--- config.mk ---
export PLATFORM = sky130hd
export DESIGN_NAME = cache_controller
export DESIGN_NICKNAME = d
export VERILOG_FILES = /design/src/mem_pkg.sv /design/src/cache_pkg.sv /design/src/cache_controller.sv
export VERILOG_INCLUDE_DIRS = /design/src
export SDC_FILE = /design/constraint.sdc
export NUM_CORES = 1
export LEC_CHECK = 0
export ABC_AREA = 0
export BUFFER_PORTS_ARGS = -buffer_cell sky130_fd_sc_hd__buf_4
export CORE_MARGIN = 2
export CORE_UTILIZATION = 45
export CTS_CLUSTER_DIAMETER = 80
export CTS_CLUSTER_SIZE = 16
export DETAILED_ROUTE_END_ITERATION = 8
export HOLD_SLACK_MARGIN = 0.08
export PLACE_DENSITY = 0.84
export SLEW_MARGIN = 20
export SYNTH_ARGS = -nofsm -noshare
export SYNTH_HDL_FRONTEND = slang
export SYNTH_SLANG_ARGS = --single-unit
--- constraint.sdc ---
create_clock -name clk -period 5.6 [get_ports clk]
set_input_delay 0 -clock clk [delete_from_list [all_inputs] [get_ports clk]]
set_output_delay 0 -clock clk [all_outputs]
set_load 0.005 [all_outputs]
--- src/mem_consts.svh ---
// memory system constants for cache geometry, bank count and bank timing
`ifndef MEM_CONSTS_SVH
`define MEM_CONSTS_SVH

// cache geometry
`define CACHE_LINES 256
`define LINE_WORDS  4

// address field widths
`define TAG_W       5
`define INDEX_W     8
`define SEL_W       2
`define ROW_W       13

// banked main memory
`define NUM_BANKS   4
`define BANK_DEPTH  8192

// cycles from acceptance to read return
`define MEM_LATENCY 4

`endif

--- src/mem_pkg.sv ---
// memory-side types for bank selection, bank rows and bank operations
`include "mem_consts.svh"

package mem_pkg;

   // word within a line, which is also the bank number
   typedef logic [`SEL_W-1:0] bank_sel_t;

   // row inside one bank, address bits 15 to 3
   typedef logic [`ROW_W-1:0] bank_row_t;

   typedef enum logic [1:0] {
      OP_IDLE,
      OP_READ,
      OP_WRITE
   } bank_op_t;

endpackage

--- src/cache_pkg.sv ---
// cache-side types for the address views, line state and controller state
`include "mem_consts.svh"

package cache_pkg;

   // tag, index, word select, byte bit
   typedef struct packed {
      logic [`TAG_W-1:0]   tag;
      logic [`INDEX_W-1:0] index;
      mem_pkg::bank_sel_t  word;
      logic                byte_bit;
   } cache_view_t;

   // row, bank, byte bit
   typedef struct packed {
      mem_pkg::bank_row_t row;
      mem_pkg::bank_sel_t bank;
      logic               byte_bit;
   } mem_view_t;

   // one 16-bit address, seen by the cache or by the banks
   typedef union packed {
      cache_view_t c;
      mem_view_t   m;
   } addr_u;

   typedef struct packed {
      logic              valid;
      logic              dirty;
      logic [`TAG_W-1:0] tag;
   } line_state_t;

   typedef enum logic [2:0] {
      S_IDLE,
      S_COMPARE,
      S_WRITEBACK,
      S_FILL,
      S_FINISH
   } ctrl_state_t;

endpackage

--- src/cache_controller.sv ---
// cache FSM that handles hits, dirty write-back and line fill from the banks
`timescale 1ns/100ps
`include "mem_consts.svh"

module cache_controller
   import cache_pkg::*;
   import mem_pkg::*;
(
   input  logic        clk,
   input  logic        rst_n,
   input  logic [15:0] Addr,
   input  logic [15:0] DataIn,
   input  logic        Rd,
   input  logic        Wr,
   // cache array side
   output logic        c_enable,
   output logic        c_write,
   output addr_u       c_addr,
   output logic [15:0] c_wdata,
   output logic        set_valid,
   output logic        set_dirty,
   input  logic        tag_hit,
   input  line_state_t line,
   input  logic [15:0] rdata,
   // memory side
   output bank_op_t    mem_op,
   output addr_u       mem_addr,
   output logic [15:0] mem_wdata,
   input  logic        mem_stall,
   input  logic        fill_valid,
   input  bank_sel_t   fill_sel,
   input  logic [15:0] fill_data,
   // processor side
   output logic [15:0] DataOut,
   output logic        Done,
   output logic        Stall,
   output logic        CacheHit,
   output logic        err
);

   localparam bank_sel_t LAST_WORD = bank_sel_t'(`LINE_WORDS - 1);

   ctrl_state_t state;
   addr_u       req_addr;
   logic [15:0] req_data;
   logic        req_wr;
   logic        req_err;
   bank_sel_t   wb_cnt;
   bank_sel_t   rx_cnt;
   logic [2:0]  rd_cnt;
   logic        rd_issue;

   assign rd_issue = (rd_cnt < `LINE_WORDS);

   always_ff @(posedge clk) begin
      if (!rst_n) begin
         state   <= S_IDLE;
         req_err <= 1'b0;
         wb_cnt  <= '0;
         rx_cnt  <= '0;
         rd_cnt  <= '0;
      end else begin
         case (state)
            S_IDLE: begin
               if (Rd || Wr) begin
                  state   <= S_COMPARE;
                  req_err <= Addr[0] || (Rd && Wr);
               end
            end
            S_COMPARE: begin
               if (req_err || tag_hit) begin
                  state <= S_IDLE;
               end else if (line.valid && line.dirty) begin
                  state <= S_WRITEBACK;
               end else begin
                  state <= S_FILL;
               end
            end
            S_WRITEBACK: begin
               // one victim word per cycle, bank 0 first
               if (!mem_stall) begin
                  wb_cnt <= wb_cnt + 1'b1;
                  if (wb_cnt == LAST_WORD) begin
                     state <= S_FILL;
                  end
               end
            end
            S_FILL: begin
               if (rd_issue && !mem_stall) begin
                  rd_cnt <= rd_cnt + 3'd1;
               end
               if (fill_valid) begin
                  rx_cnt <= rx_cnt + 1'b1;
                  if (rx_cnt == LAST_WORD) begin
                     state  <= S_FINISH;
                     rd_cnt <= '0;
                  end
               end
            end
            S_FINISH: begin
               state <= S_IDLE;
            end
            default: begin
               state <= S_IDLE;
            end
         endcase
      end
   end

   // request held for the whole access
   always_ff @(posedge clk) begin
      if (state == S_IDLE && (Rd || Wr)) begin
         req_addr <= Addr;
         req_data <= DataIn;
         req_wr   <= Wr;
      end
   end

   always_comb begin
      c_addr    = req_addr;
      c_write   = 1'b0;
      c_wdata   = req_data;
      set_valid = 1'b1;
      set_dirty = 1'b1;
      mem_op    = OP_IDLE;
      mem_addr  = req_addr;
      mem_wdata = rdata;
      case (state)
         S_COMPARE: begin
            c_write = req_wr && !req_err && tag_hit;
         end
         S_WRITEBACK: begin
            // victim address uses the stored tag
            c_addr.c.word   = wb_cnt;
            mem_op          = OP_WRITE;
            mem_addr.c.tag  = line.tag;
            mem_addr.c.word = wb_cnt;
         end
         S_FILL: begin
            if (rd_issue) begin
               mem_op          = OP_READ;
               mem_addr.c.word = rd_cnt[1:0];
            end
            c_addr.c.word = fill_sel;
            c_write       = fill_valid;
            c_wdata       = fill_data;
            set_dirty     = 1'b0;
         end
         S_FINISH: begin
            c_write = req_wr;
         end
         default: begin
         end
      endcase
   end

   assign c_enable = (state != S_IDLE);

   assign err      = (state == S_COMPARE) && req_err;
   assign CacheHit = (state == S_COMPARE) && !req_err && tag_hit;
   assign Done     = err || CacheHit || (state == S_FINISH);
   assign Stall    = (state != S_IDLE) && !Done;
   assign DataOut  = rdata;

endmodule

==> results.json <==
{
  "max_freq_mhz": 334,
  "ys_seq_area_frac": 0.495,
  "required_ps": 5780,
  "vias": 2030,
  "synth_edf_count": 33,
  "syn_avg_cell_area_um2": 10.1,
  "path_class": "flip-flop to flip-flop",
  "post-route-period-util": 0.535,
  "grt_pass1_vias": 2016,
  "clock-sinks": 44,
  "critPathMaxFanout": 22,
  "cts.repair.resized": 0,
  "ir_drop_mv": 0.152,
  "rsz0062_at_grt": "false",
  "start_kind": "flip-flop",
  "dp_hpwl_um": 3990,
  "min_path_cells": 4,
  "ys_seq_elements": 44,
  "yosys_warnings": 0,
  "vias_per_cell": 4.73,
  "worst_slew_pin_slew_ps": 937,
  "ant_nets": 0,
  "yosys-top-cells-area": "edfxtp_1 (41%), buf_4 (17%), dfxtp_1 (9.0%)",
  "worst_skew_pair.late_latency_ps": 290,
  "yosysMostFrequentCell": "buf_4",
  "cts_tree": "yes",
  "leakage_nw": 1.63,
  "globalplace.congestion": 0.745,
  "placed_area_um2": 2970,
  "drc_errors": 0,
  "grt_first_pass_wirelength_um": 9400,
  "outcome": "complete, no violations",
  "die_h_um": 77.7,
  "crit_chain": "and3b_1 > inv_1 > o21ai_0 > a21oi_1 > dlygate4sd3_1",
  "initial_utilization": 0.473,
  "port_buffers": 120,
  "antenna_cells": 0,
  "rr_worst_depth": 5,
  "hold_ws_ps": 109,
  "final_hold_viol_count": 0,
  "dieArea_um2": 6040,
  "syn_area_um2": 2450,
  "grt_usage": 0.197,
  "powerDensity_nw_per_um2": 232,
  "period_needed_ps": 3000,
  "syn_to_final_growth_pct": 46.5,
  "syn_nets": 326,
  "drtIter0Drc": 73,
  "hold_path.class": "input pin to flip-flop",
  "cts_buffer_depth": 2,
  "numCtsBuffers": 5,
  "clk_pin_slew_ps": 80,
  "antenna_found_initial": 0,
  "setup_viol": 0,
  "root_buffer": "clkbuf_8",
  "htree_levels": 2,
  "wl_per_cell_um": 13.9,
  "arrival_ps": 3170,
  "yosysTopAreaCellShare": 0.405,
  "io_pins": 170,
  "slowest_delay_ps": 740,
  "layout_setup_ws_ps": 2600,
  "core_um2": 5170,
  "synthFlopType": "edfxtp_1",
  "maxCapViolCount": 0,
  "post-place-ws_ps": 3140,
  "yosysTopAreaCell": "edfxtp_1",
  "final_area_um2": 3580,
  "fin_tns_setup_ps": 0,
  "first_pass_iters": 5,
  "synthDistinctLibCells": 38,
  "grt_max_degree": 35,
  "yosys-top-cells-count": "buf_4 (56), nand2_1 (51), edfxtp_1 (33), a21oi_1 (12)",
  "post_route_cells_drive_above_1_share": 0.379,
  "final_nets": 441,
  "maxSlewViolCount": 0,
  "overflow": 0,
  "syn_inst": 243,
  "async_flop_share": 0,
  "fp-row-count": 26,
  "slew_headroom": 0.374,
  "skew_ps": 8.06,
  "cp-end-kind": "flip-flop",
  "cp_slowest_cell": "and3b_1",
  "wirelength_um": 5960,
  "dieWidth_um": 77.7
}
repair_timing:
| item | in CTS | in global routing |
|---|---|---|
| endpoints found under the hold margin | 76 | 0 |
| hold buffers | 53 | 0 |
| buffers inserted | 0 | 0 |
cell type report:
| cell class | instances | area, µm² |
|---|---|---|
| timing repair buffer | 173 | 1430 |
| clock inverter | 2 | 12.5 |
| tap | 70 | 87.6 |
| inverter | 4 | 15.0 |
| sequential | 44 | 1210 |
| clock buffer | 6 | 72.6 |
| multi-input combinational | 130 | 753 |
| fill | 378 | 1590 |
where the power goes:
group          internal, mW  switching, mW
logic                 0.139         0.0912
registers             0.390         0.0201
clock network        0.0872          0.104
path summary, 6_finish.rpt:
kind         startpoint  slack [ps]        end
max reg2reg    state[0]        2600  rd_cnt[2]
max            state[0]        2600  rd_cnt[2]
min reg2reg   rx_cnt[1]         470  rx_cnt[1]
min             line[5]         110   state[0]
per-layer routing:
metal	track usage	wire [µm]
met3	0.0477	525
met1	0.216	2160
met2	0.367	3210
met4	0.0661	61
met5	0	0
worst max-delay path, delay by kind of cell (launching register included):
family | cells | cell delay, ps
DFF | 1 | 710
buffers and inverters | 2 | 1070
and+or+nand+nor | 1 | 740
AOI/OAI and AO/OA | 2 | 360
through the flow:
stage,instances,util,power [mW]
after CTS,429,0.693,0.837
after floorplan,243,-,0.533
after global placement,368,0.574,0.608
after detailed placement,368,0.574,0.613
final,429,0.693,0.832
after global routing,429,0.693,0.876
registers in the layout, summed over array words and instances (netlist names):
register,cells
req_wr,1
req_addr,16
req_err,1
wb_cnt,2
req_data,16
state,3
rx_cnt,2
rd_cnt,3
cells by family (layout without fill, tap and decap cells):
family	Yosys count	in the layout	share of synthesized area
compound gates	28	28	0.0675
xor+xnor	3	3	0.0107
fa+ha+maj	3	3	0.0153
buf+inv	69	185	0.200
flops	44	44	0.495
mux	7	7	0.0389
other cells	1	1	0.00153
simple gates	88	88	0.171
cell usage in the layout, fill, tap and decap left out, types with 3 or more instances in the layout:
cell             n
nand2b_1         5
o21ai_0          6
inv_1            4
nor2_1          10
nor2b_1          3
clkbuf_8         5
a21oi_1         12
nand2_1         51
buf_4          120
ha_1             3
dfxtp_1         11
edfxtp_1        33
nor3b_1          3
dlygate4sd3_1   53
o22ai_1          4
mux2_4           5
Power figures use the tool's default switching activity.
